File: src/xbar_pkg.sv
package xbar_pkg;

  // Crossbar geometry
  localparam int unsigned NO_SLV   = 2;
  localparam int unsigned NO_MST   = 2;
  localparam int unsigned NO_RULES = 3;

  // ID handling: only the low ID_USED bits are tracked for ordering
  localparam int unsigned ID_W      = 4;
  localparam int unsigned ID_USED   = 2;
  localparam int unsigned MAX_TRANS = 3;
  // Counter must be able to hold MAX_TRANS itself
  localparam int unsigned CNT_W     = $clog2(MAX_TRANS + 1);

  typedef logic [31:0]     addr_t;
  typedef logic [31:0]     data_t;
  typedef logic [1:0]      resp_t;
  typedef logic [ID_W-1:0] slv_id_t;
  // Slave index sits on top of the master-side ID
  typedef logic [ID_W:0]   mst_id_t;
  typedef logic [0:0]      mst_idx_t;
  // Value NO_MST selects the decode-error responder
  typedef logic [1:0]      sel_t;
  typedef logic [0:0]      slv_idx_t;

  localparam resp_t RESP_OKAY   = 2'd0;
  localparam resp_t RESP_DECERR = 2'd3;
  localparam data_t DECERR_DATA = 32'hDEC0_DEAD;

  // Address window, start included and end excluded
  typedef struct packed {
    mst_idx_t mst_idx;
    addr_t    start_addr;
    addr_t    end_addr;
  } rule_t;

  typedef struct packed {
    slv_id_t id;
    addr_t   addr;
  } ar_slv_t;

  typedef struct packed {
    mst_id_t id;
    addr_t   addr;
  } ar_mst_t;

  typedef struct packed {
    slv_id_t id;
    data_t   data;
    resp_t   resp;
  } r_slv_t;

  typedef struct packed {
    mst_id_t id;
    data_t   data;
    resp_t   resp;
  } r_mst_t;

endpackage

File: src/addr_decode.sv
`timescale 1ns/1ns

module addr_decode (
  input  xbar_pkg::addr_t                        addr_i,
  input  xbar_pkg::rule_t [xbar_pkg::NO_RULES-1:0] addr_map_i,
  input  logic                                   en_default_i,
  input  xbar_pkg::mst_idx_t                     default_port_i,
  output xbar_pkg::sel_t                         sel_o
);

  import xbar_pkg::*;

  logic hit;

  always_comb begin
    hit   = 1'b0;
    sel_o = sel_t'(NO_MST);
    // Walk every rule, a later match overrides an earlier one
    for (int unsigned r = 0; r < NO_RULES; r++) begin
      if ((addr_i >= addr_map_i[r].start_addr) && (addr_i < addr_map_i[r].end_addr)) begin
        hit   = 1'b1;
        sel_o = sel_t'(addr_map_i[r].mst_idx);
      end
    end
    // Nothing covered the address
    if (!hit) begin
      if (en_default_i) begin
        sel_o = sel_t'(default_port_i);
      end else begin
        // Route to the local decode-error responder
        sel_o = sel_t'(NO_MST);
      end
    end
  end

endmodule

File: src/rr_arbiter.sv
`timescale 1ns/1ns

module rr_arbiter #(
  parameter int unsigned N = 2,
  parameter type payload_t = logic
) (
  input  logic                 clk_i,
  input  logic                 rst_n_i,
  input  logic     [N-1:0]     req_valid_i,
  input  payload_t [N-1:0]     req_data_i,
  output logic     [N-1:0]     req_ready_o,
  output logic                 out_valid_o,
  output payload_t             out_data_o,
  input  logic                 out_ready_i,
  output logic [$clog2(N)-1:0] grant_o
);

  // Next requester to get first pick
  logic [$clog2(N)-1:0] prio_q;
  // Grant held while the output is stalled
  logic [$clog2(N)-1:0] lock_idx_q;
  logic                 lock_q;
  logic [$clog2(N)-1:0] pick;

  // Search from the priority pointer upward, wrapping at N
  always_comb begin
    int unsigned idx;
    logic        found;
    idx   = 0;
    found = 1'b0;
    pick  = prio_q;
    for (int unsigned i = 0; i < N; i++) begin
      idx = prio_q + i;
      if (idx >= N) begin
        idx = idx - N;
      end
      if (!found && req_valid_i[idx]) begin
        found = 1'b1;
        pick  = idx[$clog2(N)-1:0];
      end
    end
  end

  assign grant_o     = lock_q ? lock_idx_q : pick;
  // Requesters hold valid, so a locked grant stays valid
  assign out_valid_o = req_valid_i[grant_o];
  assign out_data_o  = req_data_i[grant_o];

  always_comb begin
    req_ready_o          = '0;
    req_ready_o[grant_o] = out_ready_i & out_valid_o;
  end

  always_ff @(posedge clk_i or negedge rst_n_i) begin
    if (!rst_n_i) begin
      prio_q     <= '0;
      lock_q     <= 1'b0;
      lock_idx_q <= '0;
    end else if (out_valid_o && out_ready_i) begin
      // Served requester goes to the back of the line
      lock_q <= 1'b0;
      prio_q <= (grant_o == N - 1) ? '0 : grant_o + 1'b1;
    end else begin
      lock_q     <= out_valid_o;
      lock_idx_q <= grant_o;
    end
  end

endmodule

File: src/read_demux.sv
`timescale 1ns/1ns

module read_demux (
  input  logic                                      clk_i,
  input  logic                                      rst_n_i,
  // Slave-side AR
  input  logic                                      slv_ar_valid_i,
  input  xbar_pkg::ar_slv_t                         slv_ar_i,
  output logic                                      slv_ar_ready_o,
  input  xbar_pkg::sel_t                            sel_i,
  // Slave-side R
  output logic                                      slv_r_valid_o,
  output xbar_pkg::r_slv_t                          slv_r_o,
  input  logic                                      slv_r_ready_i,
  // One AR lane per master port plus the decode-error responder
  output logic              [xbar_pkg::NO_MST:0]    dst_ar_valid_o,
  output xbar_pkg::ar_slv_t                         dst_ar_o,
  input  logic              [xbar_pkg::NO_MST:0]    dst_ar_ready_i,
  // Returning R beats from the same destinations
  input  logic              [xbar_pkg::NO_MST:0]    dst_r_valid_i,
  input  xbar_pkg::r_slv_t  [xbar_pkg::NO_MST:0]    dst_r_i,
  output logic              [xbar_pkg::NO_MST:0]    dst_r_ready_o
);

  import xbar_pkg::*;

  // Ordering table, one slot per value of the used ID bits
  logic [CNT_W-1:0] cnt_q [2**ID_USED];
  sel_t             dst_q [2**ID_USED];

  logic [ID_USED-1:0]    ar_idx;
  logic [ID_USED-1:0]    r_idx;
  logic [2**ID_USED-1:0] inc;
  logic [2**ID_USED-1:0] dec;
  logic                  stall;
  logic                  ar_hs;
  logic                  r_hs;

  assign ar_idx = slv_ar_i.id[ID_USED-1:0];

  // Same ID in flight elsewhere, or this ID has no counter room left
  assign stall = (cnt_q[ar_idx] == CNT_W'(MAX_TRANS)) ||
                 ((cnt_q[ar_idx] != '0) && (dst_q[ar_idx] != sel_i));

  always_comb begin
    dst_ar_valid_o        = '0;
    dst_ar_valid_o[sel_i] = slv_ar_valid_i & ~stall;
  end

  // Payload is shared, only the valid is steered
  assign dst_ar_o       = slv_ar_i;
  assign slv_ar_ready_o = ~stall & dst_ar_ready_i[sel_i];
  assign ar_hs          = slv_ar_valid_i & slv_ar_ready_o;

  // R beats from all destinations compete for the single slave R port
  rr_arbiter #(
    .N         ( NO_MST + 1 ),
    .payload_t ( r_slv_t    )
  ) u_r_arb (
    .clk_i       ( clk_i         ),
    .rst_n_i     ( rst_n_i       ),
    .req_valid_i ( dst_r_valid_i ),
    .req_data_i  ( dst_r_i       ),
    .req_ready_o ( dst_r_ready_o ),
    .out_valid_o ( slv_r_valid_o ),
    .out_data_o  ( slv_r_o       ),
    .out_ready_i ( slv_r_ready_i ),
    .grant_o     (               )
  );

  assign r_hs  = slv_r_valid_o & slv_r_ready_i;
  assign r_idx = slv_r_o.id[ID_USED-1:0];

  always_comb begin
    inc         = '0;
    dec         = '0;
    inc[ar_idx] = ar_hs;
    dec[r_idx]  = r_hs;
  end

  always_ff @(posedge clk_i or negedge rst_n_i) begin
    if (!rst_n_i) begin
      for (int unsigned i = 0; i < 2**ID_USED; i++) begin
        cnt_q[i] <= '0;
        dst_q[i] <= '0;
      end
    end else begin
      for (int unsigned i = 0; i < 2**ID_USED; i++) begin
        // Accept and delivery of the same ID in one cycle cancel out
        case ({inc[i], dec[i]})
          2'b10:   cnt_q[i] <= cnt_q[i] + 1'b1;
          2'b01:   cnt_q[i] <= cnt_q[i] - 1'b1;
          default: cnt_q[i] <= cnt_q[i];
        endcase
        if (inc[i]) begin
          dst_q[i] <= sel_i;
        end
      end
    end
  end

endmodule

File: src/decerr_responder.sv
`timescale 1ns/1ns

module decerr_responder (
  input  logic              clk_i,
  input  logic              rst_n_i,
  input  logic              ar_valid_i,
  input  xbar_pkg::ar_slv_t ar_i,
  output logic              ar_ready_o,
  output logic              r_valid_o,
  output xbar_pkg::r_slv_t  r_o,
  input  logic              r_ready_i
);

  import xbar_pkg::*;

  logic    r_valid_q;
  slv_id_t id_q;

  // One read at a time, blocked while the error beat waits
  assign ar_ready_o = ~r_valid_q;
  assign r_valid_o  = r_valid_q;

  assign r_o.id   = id_q;
  assign r_o.data = DECERR_DATA;
  assign r_o.resp = RESP_DECERR;

  always_ff @(posedge clk_i or negedge rst_n_i) begin
    if (!rst_n_i) begin
      r_valid_q <= 1'b0;
    end else if (ar_valid_i && ar_ready_o) begin
      r_valid_q <= 1'b1;
    end else if (r_valid_q && r_ready_i) begin
      r_valid_q <= 1'b0;
    end
  end

  // Only the ID is needed to answer
  always_ff @(posedge clk_i) begin
    if (ar_valid_i && ar_ready_o) begin
      id_q <= ar_i.id;
    end
  end

endmodule

File: src/read_mux.sv
`timescale 1ns/1ns

module read_mux (
  input  logic                                      clk_i,
  input  logic                                      rst_n_i,
  // From the slave-port demuxes
  input  logic              [xbar_pkg::NO_SLV-1:0]  slv_ar_valid_i,
  input  xbar_pkg::ar_slv_t [xbar_pkg::NO_SLV-1:0]  slv_ar_i,
  output logic              [xbar_pkg::NO_SLV-1:0]  slv_ar_ready_o,
  output logic              [xbar_pkg::NO_SLV-1:0]  slv_r_valid_o,
  output xbar_pkg::r_slv_t                          slv_r_o,
  input  logic              [xbar_pkg::NO_SLV-1:0]  slv_r_ready_i,
  // Master port
  output logic                                      mst_ar_valid_o,
  output xbar_pkg::ar_mst_t                         mst_ar_o,
  input  logic                                      mst_ar_ready_i,
  input  logic                                      mst_r_valid_i,
  input  xbar_pkg::r_mst_t                          mst_r_i,
  output logic                                      mst_r_ready_o
);

  import xbar_pkg::*;

  ar_mst_t [NO_SLV-1:0] ar_wide;
  slv_idx_t             r_dst;

  // Prepend the slave index so the response can find its way back
  always_comb begin
    for (int unsigned i = 0; i < NO_SLV; i++) begin
      ar_wide[i].id   = {slv_idx_t'(i), slv_ar_i[i].id};
      ar_wide[i].addr = slv_ar_i[i].addr;
    end
  end

  rr_arbiter #(
    .N         ( NO_SLV   ),
    .payload_t ( ar_mst_t )
  ) u_ar_arb (
    .clk_i       ( clk_i          ),
    .rst_n_i     ( rst_n_i        ),
    .req_valid_i ( slv_ar_valid_i ),
    .req_data_i  ( ar_wide        ),
    .req_ready_o ( slv_ar_ready_o ),
    .out_valid_o ( mst_ar_valid_o ),
    .out_data_o  ( mst_ar_o       ),
    .out_ready_i ( mst_ar_ready_i ),
    .grant_o     (                )
  );

  // Top ID bit names the slave port, strip it on the way back
  assign r_dst        = mst_r_i.id[ID_W];
  assign slv_r_o.id   = mst_r_i.id[ID_W-1:0];
  assign slv_r_o.data = mst_r_i.data;
  assign slv_r_o.resp = mst_r_i.resp;

  always_comb begin
    slv_r_valid_o        = '0;
    slv_r_valid_o[r_dst] = mst_r_valid_i;
  end

  assign mst_r_ready_o = slv_r_ready_i[r_dst];

endmodule

File: src/read_xbar.sv
`timescale 1ns/1ns

module read_xbar (
  input  logic                                          clk_i,
  input  logic                                          rst_n_i,
  // Slave ports
  input  logic               [xbar_pkg::NO_SLV-1:0]     slv_ar_valid_i,
  input  xbar_pkg::slv_id_t  [xbar_pkg::NO_SLV-1:0]     slv_ar_id_i,
  input  xbar_pkg::addr_t    [xbar_pkg::NO_SLV-1:0]     slv_ar_addr_i,
  output logic               [xbar_pkg::NO_SLV-1:0]     slv_ar_ready_o,
  output logic               [xbar_pkg::NO_SLV-1:0]     slv_r_valid_o,
  output xbar_pkg::slv_id_t  [xbar_pkg::NO_SLV-1:0]     slv_r_id_o,
  output xbar_pkg::data_t    [xbar_pkg::NO_SLV-1:0]     slv_r_data_o,
  output xbar_pkg::resp_t    [xbar_pkg::NO_SLV-1:0]     slv_r_resp_o,
  input  logic               [xbar_pkg::NO_SLV-1:0]     slv_r_ready_i,
  // Master ports
  output logic               [xbar_pkg::NO_MST-1:0]     mst_ar_valid_o,
  output xbar_pkg::mst_id_t  [xbar_pkg::NO_MST-1:0]     mst_ar_id_o,
  output xbar_pkg::addr_t    [xbar_pkg::NO_MST-1:0]     mst_ar_addr_o,
  input  logic               [xbar_pkg::NO_MST-1:0]     mst_ar_ready_i,
  input  logic               [xbar_pkg::NO_MST-1:0]     mst_r_valid_i,
  input  xbar_pkg::mst_id_t  [xbar_pkg::NO_MST-1:0]     mst_r_id_i,
  input  xbar_pkg::data_t    [xbar_pkg::NO_MST-1:0]     mst_r_data_i,
  input  xbar_pkg::resp_t    [xbar_pkg::NO_MST-1:0]     mst_r_resp_i,
  output logic               [xbar_pkg::NO_MST-1:0]     mst_r_ready_o,
  // Address map, shared by all slave ports
  input  xbar_pkg::rule_t    [xbar_pkg::NO_RULES-1:0]   addr_map_i,
  input  logic               [xbar_pkg::NO_SLV-1:0]     en_default_i,
  input  xbar_pkg::mst_idx_t [xbar_pkg::NO_SLV-1:0]     default_port_i
);

  import xbar_pkg::*;

  // Demux side, indexed [slave][destination]
  ar_slv_t [NO_SLV-1:0]                dmx_ar;
  logic    [NO_SLV-1:0][NO_MST:0]      dmx_ar_valid;
  logic    [NO_SLV-1:0][NO_MST:0]      dmx_ar_ready;
  r_slv_t  [NO_SLV-1:0][NO_MST:0]      dmx_r;
  logic    [NO_SLV-1:0][NO_MST:0]      dmx_r_valid;
  logic    [NO_SLV-1:0][NO_MST:0]      dmx_r_ready;
  // Mux side, indexed [master][slave]
  ar_slv_t [NO_MST-1:0][NO_SLV-1:0]    mux_ar;
  logic    [NO_MST-1:0][NO_SLV-1:0]    mux_ar_valid;
  logic    [NO_MST-1:0][NO_SLV-1:0]    mux_ar_ready;
  r_slv_t  [NO_MST-1:0]                mux_r;
  logic    [NO_MST-1:0][NO_SLV-1:0]    mux_r_valid;
  logic    [NO_MST-1:0][NO_SLV-1:0]    mux_r_ready;

  for (genvar i = 0; i < NO_SLV; i++) begin : g_slv
    sel_t    ar_sel;
    ar_slv_t slv_ar;
    r_slv_t  slv_r;

    assign slv_ar.id   = slv_ar_id_i[i];
    assign slv_ar.addr = slv_ar_addr_i[i];

    addr_decode u_dec (
      .addr_i         ( slv_ar_addr_i[i]  ),
      .addr_map_i     ( addr_map_i        ),
      .en_default_i   ( en_default_i[i]   ),
      .default_port_i ( default_port_i[i] ),
      .sel_o          ( ar_sel            )
    );

    read_demux u_demux (
      .clk_i          ( clk_i             ),
      .rst_n_i        ( rst_n_i           ),
      .slv_ar_valid_i ( slv_ar_valid_i[i] ),
      .slv_ar_i       ( slv_ar            ),
      .slv_ar_ready_o ( slv_ar_ready_o[i] ),
      .sel_i          ( ar_sel            ),
      .slv_r_valid_o  ( slv_r_valid_o[i]  ),
      .slv_r_o        ( slv_r             ),
      .slv_r_ready_i  ( slv_r_ready_i[i]  ),
      .dst_ar_valid_o ( dmx_ar_valid[i]   ),
      .dst_ar_o       ( dmx_ar[i]         ),
      .dst_ar_ready_i ( dmx_ar_ready[i]   ),
      .dst_r_valid_i  ( dmx_r_valid[i]    ),
      .dst_r_i        ( dmx_r[i]          ),
      .dst_r_ready_o  ( dmx_r_ready[i]    )
    );

    assign slv_r_id_o[i]   = slv_r.id;
    assign slv_r_data_o[i] = slv_r.data;
    assign slv_r_resp_o[i] = slv_r.resp;

    // Last demux lane answers unmapped reads
    decerr_responder u_decerr (
      .clk_i      ( clk_i                     ),
      .rst_n_i    ( rst_n_i                   ),
      .ar_valid_i ( dmx_ar_valid[i][NO_MST]   ),
      .ar_i       ( dmx_ar[i]                 ),
      .ar_ready_o ( dmx_ar_ready[i][NO_MST]   ),
      .r_valid_o  ( dmx_r_valid[i][NO_MST]    ),
      .r_o        ( dmx_r[i][NO_MST]          ),
      .r_ready_i  ( dmx_r_ready[i][NO_MST]    )
    );

    // Swap [slave][master] into [master][slave]
    for (genvar j = 0; j < NO_MST; j++) begin : g_tp
      assign mux_ar_valid[j][i] = dmx_ar_valid[i][j];
      assign mux_ar[j][i]       = dmx_ar[i];
      assign dmx_ar_ready[i][j] = mux_ar_ready[j][i];
      assign dmx_r_valid[i][j]  = mux_r_valid[j][i];
      assign dmx_r[i][j]        = mux_r[j];
      assign mux_r_ready[j][i]  = dmx_r_ready[i][j];
    end
  end

  for (genvar j = 0; j < NO_MST; j++) begin : g_mst
    ar_mst_t mst_ar;
    r_mst_t  mst_r;

    assign mst_r.id   = mst_r_id_i[j];
    assign mst_r.data = mst_r_data_i[j];
    assign mst_r.resp = mst_r_resp_i[j];

    read_mux u_mux (
      .clk_i          ( clk_i             ),
      .rst_n_i        ( rst_n_i           ),
      .slv_ar_valid_i ( mux_ar_valid[j]   ),
      .slv_ar_i       ( mux_ar[j]         ),
      .slv_ar_ready_o ( mux_ar_ready[j]   ),
      .slv_r_valid_o  ( mux_r_valid[j]    ),
      .slv_r_o        ( mux_r[j]          ),
      .slv_r_ready_i  ( mux_r_ready[j]    ),
      .mst_ar_valid_o ( mst_ar_valid_o[j] ),
      .mst_ar_o       ( mst_ar            ),
      .mst_ar_ready_i ( mst_ar_ready_i[j] ),
      .mst_r_valid_i  ( mst_r_valid_i[j]  ),
      .mst_r_i        ( mst_r             ),
      .mst_r_ready_o  ( mst_r_ready_o[j]  )
    );

    assign mst_ar_id_o[j]   = mst_ar.id;
    assign mst_ar_addr_o[j] = mst_ar.addr;
  end

endmodule

File: config.mk
export PLATFORM = sky130hd
export DESIGN_NAME = read_xbar
export DESIGN_NICKNAME = d
export VERILOG_FILES = /design/src/xbar_pkg.sv /design/src/addr_decode.sv /design/src/rr_arbiter.sv /design/src/read_demux.sv /design/src/decerr_responder.sv /design/src/read_mux.sv /design/src/read_xbar.sv
export SDC_FILE = /design/constraint.sdc
export NUM_CORES = 1
export LEC_CHECK = 0
export ABC_AREA = 0
export BUFFER_PORTS_ARGS = -buffer_cell sky130_fd_sc_hd__buf_2
export CAP_MARGIN = 10
export CELL_PAD_IN_SITES_DETAIL_PLACEMENT = 1
export CELL_PAD_IN_SITES_GLOBAL_PLACEMENT = 1
export CORE_ASPECT_RATIO = 1.1
export CORE_MARGIN = 8
export CORE_UTILIZATION = 39
export DETAILED_ROUTE_END_ITERATION = 10
export PLACE_DENSITY_LB_ADDON = 0.1
export SLEW_MARGIN = 10
export SYNTH_ARGS = -nofsm -noshare
export SYNTH_HDL_FRONTEND = slang
export SYNTH_SLANG_ARGS = --single-unit
File: constraint.sdc
create_clock -name clk_i -period 6.2 [get_ports clk_i]
set_clock_uncertainty 0.1 [all_clocks]
set_input_delay 0.62 -clock clk_i [delete_from_list [all_inputs] [get_ports clk_i]]
set_output_delay 0.62 -clock clk_i [all_outputs]
set_load 0.03 [all_outputs]
==> results of run 1 <==
[power breakdown]
| part | switching (W) | internal [W] | total, W |
|---|---|---|---|
| Sequential | 0.000187 | 0.000554 | 0.000741 |
| Combinational | 0.00524 | 0.00249 | 0.00773 |
| Clock | 0.000173 | 0.000341 | 0.000514 |
[per-layer routing]
metal,vias to the layer above,GRT usage (%)
met1,9110,36.5
met2,696,56.6
met4,4,12.9
met3,167,4.67
li1,8711,-
met5,-,0
[path summary, 6_finish.rpt]
check                                                         endpoint  slack (ps)  cells past startpoint
worst max-delay path                                 mst_ar_addr_o[22]          80                     18
worst min-delay path            g_slv[1].u_demux.u_r_arb.lock_idx_q[1]         310                      2
worst max register to register               g_slv[0].u_demux.cnt_q[3]        1640                     15
worst min register to register               g_slv[1].u_demux.cnt_q[7]         360                      1
max in group asynchronous           g_mst[0].u_mux.u_ar_arb.lock_idx_q        5200                      2
min in group clk_i                           g_slv[1].u_demux.cnt_q[7]         360                      1
[worst reg2reg max path: cells and delay by family (launching register included)]
kind	cells	cell delay (ps)
AND/OR/NAND/NOR	5	1560
adder cells (fa/ha/maj)	2	760
AO/OA/AOI/OAI	5	1070
multiplexers	1	370
flip-flops	1	380
buffers and inverters	1	70
XOR/XNOR	1	170
[cell type report]
type / instances / area (µm²) / share of cell area (%)
Sequential cell: 58 / 1490 / 7.41
Multi-Input combinational cell: 1691 / 13600 / 67.5
Clock buffer: 13 / 270 / 1.34
Clock inverter: 2 / 35.0 / 0.174
Antenna cell: 3 / 7.51 / 0.0372
Tap cell: 560 / 701 / 3.47
Timing Repair Buffer: 588 / 3200 / 15.9
Inverter: 226 / 848 / 4.21
[cell usage in the layout (no fill, tap or decap), types with 15 or more instances in the layout]
cell type and count:
a211oi_1 23, a21o_1 41, a21oi_1 142, a221o_1 39, a311o_1 34, buf_2 516, buf_4 66, dfrtp_1 48
ha_1 390, inv_1 226, mux2_1 22, mux2_2 34, mux2i_1 42, nand2_1 200, nand2b_1 46, nand3_1 29
nand4_1 47, nor2_1 141, nor2b_1 16, nor3_1 52, o211a_1 34, o21a_1 15, o21ai_0 98, xnor2_1 16
[registers in the layout (all words and copies together) (netlist names)]
name / count
g_slv.u_demux.cnt_q: 16
g_slv.u_demux.dst_q: 16
g_slv.u_decerr.id_q: 8
g_slv.u_demux.u_r_arb.lock_idx_q: 4
g_slv.u_demux.u_r_arb.prio_q: 4
g_mst.u_mux.u_ar_arb.lock_idx_q: 2
g_mst.u_mux.u_ar_arb.lock_q: 2
g_mst.u_mux.u_ar_arb.prio_q: 2
g_slv.u_decerr.r_valid_o: 2
g_slv.u_demux.u_r_arb.lock_q: 2
[cell families (layout without fill, tap and decap cells)]
family | count (synthesis) | in the layout | share of synthesized area (%)
DFF | 58 | 58 | 9.16
buffers and inverters | 312 | 829 | 7.84
xor gates and xnor gates | 24 | 24 | 1.29
muxes | 107 | 107 | 7.62
AOI/OAI and AO/OA | 573 | 573 | 26.7
other | 0 | 3 | 0
and+or+nand+nor | 596 | 596 | 17.4
adders and majority gates | 391 | 391 | 30.0
[timing repair]
action / CTS / global route
resized for setup: 1 / 6
setup endpoints to repair: 10 / 69
hold buffers: 0 / 0
setup buffers: 0 / 1
cloned: 0 / 0
pin swaps: 0 / 2
[per-stage QoR]
step | util [%] | setup TNS (ps) | power (W)
global placement | 48.1 | 0 | 0.00822
floorplan | - | 0 | 0.00590
detailed placement | 48.1 | -315 | 0.00840
finish | 49.0 | 0 | 0.00899
global route | 49.0 | 0 | 0.00953
CTS | 48.9 | 0 | 0.00896
==> run_results.csv, run 1 <==
group,metric,value,unit
sta,clock.fmax,0.163,GHz
yosys,yosysSeqAreaShare,9.16,%
placed_design,numPortBuffers,516,
routing,drtPass1Iterations,7,
setup_path,cp-end-kind,"output pin",
global_routing,grt_pass1_wl,120000,µm
sta,maxSlewHeadroom,25.4,%
clocking,numCtsBuffers,9,
job,cap_viol_max_count,0,
sta,drv_slew,0,
floorplan,rows,78,
yosys,synth_ff_type,"dfrtp_1",
yosys,synth_edf_count,8,
yosys,yosysTopAreaCellShare,30.0,%
routing,wl_met3,4390,µm
finish,syn_to_final_growth,23.9,%
setup_path,crit_buf_inv,6,
setup_path,crit_slowest_cell,"a2111oi_0",
clocking,path_clk_slew,50,ps
routing,drc,0,
global_routing,grt_antenna_before_repair,4,
placed_design,gp_congestion,0.936,
placed_design,dp_slack,-132,ps
yosys,ys_seq_elements,58,
setup_path,cpMostUsedCell,"buf_4",
power,power_density,446,mW/mm²
sta,min_period_over_period,98.7,%
sta,setup_viol,0,
finish,final_cells,3141,
yosys,synth_cell_type_count,97,
global_routing,grt_pass1_vias,20500,
sta,setup_ws,78.2,ps
sta,finalHoldViolations,0,
floorplan,design.die.area,0.0485,mm²
routing,routedWlPerCell,25.1,µm
power,p_leak,10.8,nW
clocking,cts_tree,"done",
setup_path,crit_type,"primary input to output pin",
floorplan,design.core.area,0.0412,mm²
finish,drive_gt1_share,27.1,%
setup_path,cp_max_fo,25,
yosys,ys_warn_count,0,
min_path,hp-class,"primary input to asynchronous set/reset pin",
sta,worst_slew_pin_slew,1120,ps
routing,post_drt_via_cell_ratio,5.95,
setup_path,worst_setup_path_start_kind,"primary input",
global_routing,grt_use_total,31.4,%
setup_path,startpoint,"slv_ar_addr_i[63]",
yosys,netlist_area,0.0163,mm²
yosys,synth_commonest_cells,"ha_1 (390), inv_1 (226), nand2_1 (200)",
finish,layout.nets,3323,
yosys,synth_most_common_cell,"ha_1",
routing,met2_length,39100,µm
yosys,synthArstFlopShare,86.2,%
routing,drt_iter0_drc,1002,
setup_path,critical_path_required,5480,ps
floorplan,num_io_pins,517,
outcome,outcome,"finished, final reports clean",
clocking,h-tree-depth,3,
setup_path,reg2reg_from,"g_slv[0].u_demux.u_r_arb.prio_q[0]",
floorplan,die_h,230,µm
finish,fill_cells,5300,
yosys,synth_nets,2810,
setup_path,critPathMaxStageDelay,630,ps
placed_design,dpl_cell_area,0.0198,mm²
yosys,synth.area.top_cells,"ha_1 (30%), dfrtp_1 (7.7%), inv_1 (5.2%), nand2_1 (4.6%), a21oi_1 (4.4%)",
power,irDropWorstVdd,0.000277,V
setup_path,arrival,5400,ps
placed_design,dpl.cell_count,3122,
routing,wl_met1,32100,µm
clocking,clockBufferDepth,2,
global_routing,grt_max_degree,51,
yosys,synth_area_leader_cell,"ha_1",
clocking,cts_sinks,58,
global_routing,grt_overflow,0,
clocking,cts_root_buffer,"clkbuf_16",
sta,min_period,6120,ps
setup_path,path_delay_family,"compound AO/OA/AOI/OAI gates",
sta,whs,312,ps
finish,stdcell_area,0.0202,mm²
routing,routed.top_layer,"met5",
placed_design,dp_hpwl,65200,µm
routing,ant_nets,0,
sta,rsz0062_at_grt,"no",
routing,vias,18700,
yosys,syn_area_per_cell,7.90,µm²
floorplan,die_w,211,µm
yosys,netlist_instances,2061,
floorplan,start_util,39.5,%
setup_path,crit_chain,"buf_2 -> ha_1 -> nand2_1 -> or3_1 -> o31ai_1 -> buf_4 -> a21o_1 -> a22oi_2 -> buf_4 -> and3_1 -> a2111oi_0 -> a2111o_2 -> buf_4 -> buf_12 -> nor3_1 -> a311o_1 -> a221o_1 -> buf_2",
routing,drt_wl_total,78900,µm
clocking,clk_latency,340,ps
Note: power is estimated with default switching activity, not from simulation.
==> inputs of run 2 (changes only) <==
Settings changed: CELL_PAD_IN_SITES_DETAIL_PLACEMENT 1 to 0.
==> run 2 against run 1 <==
Net effect: hold slack worse by 11 ps; utilization hardly changed; die area stayed put; combinational power is 1% lower; sequential share of layout area hardly changed; sequential power is 2% lower; largest cell class unchanged; largest power group unchanged; first-iteration DRC count is 23% higher; critical path type unchanged; power is 1.5% lower; wire length is 7.2% lower; via count is 2.2% lower; global-route usage is 2.7 points lower; highest routed layer unchanged.
==> run_results.csv, run 2 (synthesis gave the netlist of run 1 again) <==
group,metric,value,unit
outcome,outcome,"finished, final reports clean",
sta,whs,301,ps
floorplan,start_util,39.5,%
finish,layout_commonest_cell,"buf_2",
routing,drtPass1Iterations,5,
clocking,clockBufferDepth,2,
global_routing,grt_max_degree,51,
clocking,cts_root_buffer,"clkbuf_16",
floorplan,design.die.area,0.0485,mm²
min_path,hp-class,"primary input to asynchronous set/reset pin",
setup_path,cp_max_fo,25,
power,power.total,0.00885,W
routing,routedWlPerCell,23.3,µm
floorplan,rows,78,
finish,drive_gt1_share,26.9,%
global_routing,grt_use_total,28.7,%
routing,wl_met1,31000,µm
sta,fin_tns_setup,0,ps
routing,routed.top_layer,"met5",
global_routing,grt_pass1_wl,109000,µm
sta,clock.fmax,0.167,GHz
power,irDropWorstVdd,0.000282,V
setup_path,arrival,5280,ps
clocking,path_clk_slew,50,ps
floorplan,design.core.area,0.0412,mm²
routing,ant_nets,0,
placed_design,gp_congestion,0.936,
finish,multi_input_area,0.0136,mm²
finish,syn_to_final_growth,23.8,%
finish,stdcell_area,0.0202,mm²
sta,finalHoldViolations,0,
routing,drc,0,
global_routing,grt_overflow,0,
clocking,h-tree-depth,3,
setup_path,crit_type,"primary input to output pin",
routing,vias,18300,
sta,min_period_over_period,96.7,%
sta,rsz0062_at_grt,"no",
sta,worst_slew_pin_slew,1100,ps
clocking,hold_buffers,0,
placed_design,numPortBuffers,516,
job,cap_viol_max_count,0,
clocking,cts_sinks,58,
routing,post_drt_via_cell_ratio,5.82,
clocking,clk_latency,340,ps
power,power_density,439,mW/mm²
routing,drt_iter0_drc,1234,
sta,setup_viol,0,
finish,fill_cells,4275,
sta,min_period,6000,ps
finish,reg.largest.list,"g_slv.u_demux.cnt_q: 16 flops, g_slv.u_demux.dst_q: 16 flops, g_slv.u_decerr.id_q: 8 flops",
placed_design,dp_hpwl,60400,µm
setup_path,cp-end-kind,"output pin",
floorplan,die_h,230,µm
floorplan,die_w,211,µm
clocking,numCtsBuffers,9,
finish,final-seq-area,0.00149,mm²
finish,layout.nets,3322,
finish,mostFrequentLayoutCells,"buf_2 (516), ha_1 (390), inv_1 (226)",
setup_path,worst_setup_path_start_kind,"primary input",
setup_path,critical_path_required,5480,ps
finish,final_util,48.9,%
floorplan,num_io_pins,517,
routing,drt_wl_total,73200,µm
power,p_leak,10.8,nW
global_routing,grt_pass1_vias,18500,
clocking,cts_tree,"done",
sta,maxSlewHeadroom,26.3,%
global_routing,grt_antenna_before_repair,8,
routing,met2_length,35400,µm
placed_design,dpl_cell_area,0.0198,mm²
routing,wl_met3,4360,µm
sta,drv_slew,0,
run 2: cell types whose count changed in the layout (fill, tap and decap cells not counted), sizes merged:
cell / change
diode: +3
clkbuf: +1
buf: -1
run 2: path summary, 6_finish.rpt:
kind	startpoint	to	slack, ps	cells past startpoint
setup / recovery	slv_ar_addr_i[59]	mst_ar_addr_o[22]	200	17
hold / removal	rst_n_i	g_slv[1].u_demux.cnt_q[6]	300	2
setup reg to reg	g_slv[1].u_demux.u_r_arb.prio_q[0]	g_slv[1].u_demux.cnt_q[5]	1800	16
hold reg to reg	g_slv[1].u_demux.cnt_q[5]	g_slv[1].u_demux.cnt_q[5]	370	1
max in group asynchronous	rst_n_i	g_mst[0].u_mux.u_ar_arb.lock_idx_q	5190	2
min in group clk_i	g_slv[1].u_demux.cnt_q[5]	g_slv[1].u_demux.cnt_q[5]	370	1
run 2: repair_timing:
action	CTS	global route
hold endpoints to repair	0	0
resized for setup	0	6
endpoints found under the setup margin	0	70
setup buffers	0	0
run 2: area by class of cell:
cell class                 count  area share (%)
clock buffer                  14            1.31
antenna                        6          0.0745
clock inverter                 2           0.174
timing repair buffer         587            15.8
multi-input combinational   1691            67.5
sequential                    58            7.41
tap                          560            3.48
inverter                     226            4.21
run 2: critical path: stages:
cell and delay, ps:
buf_2 280, ha_1 310, a2111oi_0 420, o21ai_0 190
a221oi_2 380, o31ai_1 210, buf_4 180, a21o_1 200
a22oi_2 370, nand4_1 150, a31o_1 250, a2111o_2 450
o311a_1 320, nor2b_4 150, buf_12 210, a221o_1 400
buf_2 200
run 2: report_power, final:
| part | internal [W] | switching (W) | total (W) |
|---|---|---|---|
| registers | 0.000554 | 0.000175 | 0.000729 |
| clock network | 0.000332 | 0.000171 | 0.000503 |
| logic | 0.00248 | 0.00514 | 0.00762 |
run 2: stage by stage:
| step | instances | setup WS [ps] |
|---|---|---|
| after floorplan | 2061 | 1130 |
| after global placement | 3122 | 14.4 |
| after detailed placement | 3122 | 57.1 |
| after CTS | 3138 | 17.1 |
| after global routing | 3141 | 30.8 |
| final | 3144 | 203 |
run 2: layer usage:
metal	vias to the layer above	GRT usage, %
met5	-	0
met4	6	9.21
met3	126	3.77
met2	718	50.8
met1	8715	35.4
li1	8718	-
==> inputs of run 3 (changes only) <==
Settings changed: CORE_UTILIZATION 39 to 40, SYNTH_HIERARCHICAL set to 1.
==> run 3 against run 2 <==
Net effect: combinational power is 4.1% higher; synthesized cell count is 23% higher; critical path depth is 4 higher; hold slack better by 20 ps; power is 3.2% higher; highest routed layer unchanged; largest power group unchanged.
==> run_results.csv, run 3 <==
group,metric,value,unit
placed_design,dp_hpwl,68000,µm
clocking,cts_root_buffer,"clkbuf_16",
placed_design,dpl.cell_count,3574,
power,irDropWorstVdd,0.000628,V
placed_design,gp_congestion,0.922,
job,cap_viol_max_count,0,
routing,drt_iter0_drc,1291,
floorplan,num_io_pins,517,
power,p_leak,12.4,nW
sta,setup_ws,236,ps
sta,finalHoldViolations,0,
finish,drive_gt1_share,27.9,%
sta,min_period_over_period,96.2,%
setup_path,crit_chain,"buf_2 -> ha_1 -> nand4_2 -> nor4_4 -> o211ai_1 -> a31oi_1 -> a21oi_1 -> or4_4 -> o2111a_1 -> a211oi_4 -> xnor2_1 -> nor2_1 -> o311ai_4 -> nand2_1 -> nor4bb_1 -> buf_4 -> nand2b_2 -> o211a_2 -> buf_6 -> o211ai_1 -> buf_4",
global_routing,grt_pass1_wl,119000,µm
yosys,netlist_instances,2532,
global_routing,grt_overflow,0,
finish,syn_to_final_growth,14.6,%
finish,mostFrequentLayoutCells,"buf_2 (513), inv_1 (409), ha_1 (394)",
sta,whs,321,ps
placed_design,dp_slack,1.05,ps
clocking,path_clk_slew,50,ps
finish,fill_cells,4979,
finish,final-seq-area,0.00149,mm²
clocking,clockBufferDepth,2,
power,power_density,404,mW/mm²
sta,clock.fmax,0.168,GHz
routing,routedWlPerCell,22.3,µm
yosys,netlist_area,0.0197,mm²
floorplan,design.core.area,0.0488,mm²
sta,worst_slew_pin_slew,992,ps
routing,drt_wl_total,80300,µm
sta,setup_viol,0,
sta,rsz0062_at_grt,"yes",
outcome,outcome,"finished, final reports clean",
global_routing,met1_usage,34.0,%
routing,post_drt_via_cell_ratio,5.50,
setup_path,crit_slowest_cell,"or4_4",
setup_path,critPathMaxStageDelay,570,ps
floorplan,rows,85,
setup_path,crit_type,"primary input to output pin",
clocking,cts_sinks,58,
routing,ant_nets,0,
finish,layout.nets,3688,
sta,min_period,5960,ps
global_routing,grt_use_total,27.0,%
finish,reg.largest.list,"g_slv.u_demux/cnt_q: 16 flops, g_slv.u_demux/dst_q: 16 flops, g_slv.u_decerr/id_q: 8 flops",
routing,vias,19800,
routing,drc,0,
global_routing,grt_max_degree,51,
finish,final_cells,3598,
setup_path,critical_path_required,5480,ps
setup_path,arrival,5240,ps
setup_path,r2r.worst_path.cells,14,
floorplan,die_h,249,µm
min_path,hp-class,"primary input to asynchronous set/reset pin",
global_routing,gr-max-usage-layer,"met2",
sta,maxSlewHeadroom,33.9,%
clocking,cts_tree,"done",
clocking,h-tree-depth,3,
clocking,numCtsBuffers,9,
floorplan,start_util,40.4,%
setup_path,worst_setup_path_start_kind,"primary input",
global_routing,grtUsageMet2,46.4,%
finish,layout_commonest_cell,"buf_2",
floorplan,design.die.area,0.0566,mm²
finish,final_util,46.3,%
setup_path,r2r_slack,1790,ps
finish,multi_input_area,0.0148,mm²
global_routing,grt_pass1_vias,19900,
placed_design,numPortBuffers,516,
routing,drtPass1Iterations,7,
setup_path,cp-end-kind,"output pin",
yosys,ys_warn_count,6,
clocking,clk_latency,330,ps
global_routing,gr-usage-met3,4.23,%
setup_path,cp_max_fo,15,
yosys,syn_area_per_cell,7.78,µm²
sta,drv_slew,0,
floorplan,die_w,228,µm
global_routing,grt_antenna_before_repair,12,
clocking,hold_buffers,0,
## run 3: per-stage QoR
| step | TNS (ps) | power [W] | area, µm² |
|---|---|---|---|
| floorplan | 0 | 0.00656 | 20000 |
| global placement | -18.1 | 0.00858 | 22100 |
| detailed placement | 0 | 0.00862 | 22100 |
| CTS | 0 | 0.00915 | 22400 |
| global route | -99.2 | 0.00968 | 22600 |
| finish | 0 | 0.00913 | 22600 |
## run 3: metal layers
metal | vias to the layer above | share of wire [%]
li1 | 9595 | -
met1 | 9380 | 42
met2 | 661 | 48
met3 | 130 | 6.3
met4 | 8 | 3.0
met5 | - | 0.057
## run 3: layout make-up
cell class	count	share of cell area (%)
timing repair buffer	645	16.1
multi-input combinational	1808	65.4
inverter	413	6.87
clock inverter	5	0.238
tap	652	3.61
antenna	6	0.0665
clock buffer	11	1.08
sequential	58	6.61
## run 3: final timing paths
check	startpoint	to
worst max-delay path	slv_ar_addr_i[61]	mst_ar_addr_o[31]
worst min-delay path	rst_n_i	g_slv[0].u_demux/cnt_q[7]
worst max register to register	g_slv[1].u_demux/u_r_arb/prio_q[0]	g_slv[1].u_demux/cnt_q[3]
worst min register to register	g_slv[0].u_demux/cnt_q[7]	g_slv[0].u_demux/cnt_q[7]
max in group asynchronous	rst_n_i	g_slv[1].u_demux/dst_q[0]
min in group clk_i	g_slv[0].u_demux/cnt_q[7]	g_slv[0].u_demux/cnt_q[7]
## run 3: report_power, final
part / leakage, nW / internal (W) / switching [W]
logic: 11.5 / 0.00266 / 0.00527
clock network: 0.139 / 0.000320 / 0.000177
registers: 0.710 / 0.000532 / 0.000176
total: 12.4 / 0.00351 / 0.00562
## run 3: what timing repair did
item | CTS | global route
endpoints found under the setup margin | 2 | 83
resized for setup | 2 | 28
pin swaps | 2 | 5
gates cloned | 0 | 0
setup buffers | 0 | 2
hold endpoints to repair | 0 | 0
## run 3: critical path, delay by kind of cell
| kind | cells | cell delay (ps) |
|---|---|---|
| adder cells (fa/ha/maj) | 1 | 340 |
| buffers and inverters | 4 | 730 |
| XOR/XNOR | 1 | 160 |
| AND/OR/NAND/NOR | 7 | 1730 |
| AO/OA/AOI/OAI | 8 | 1650 |
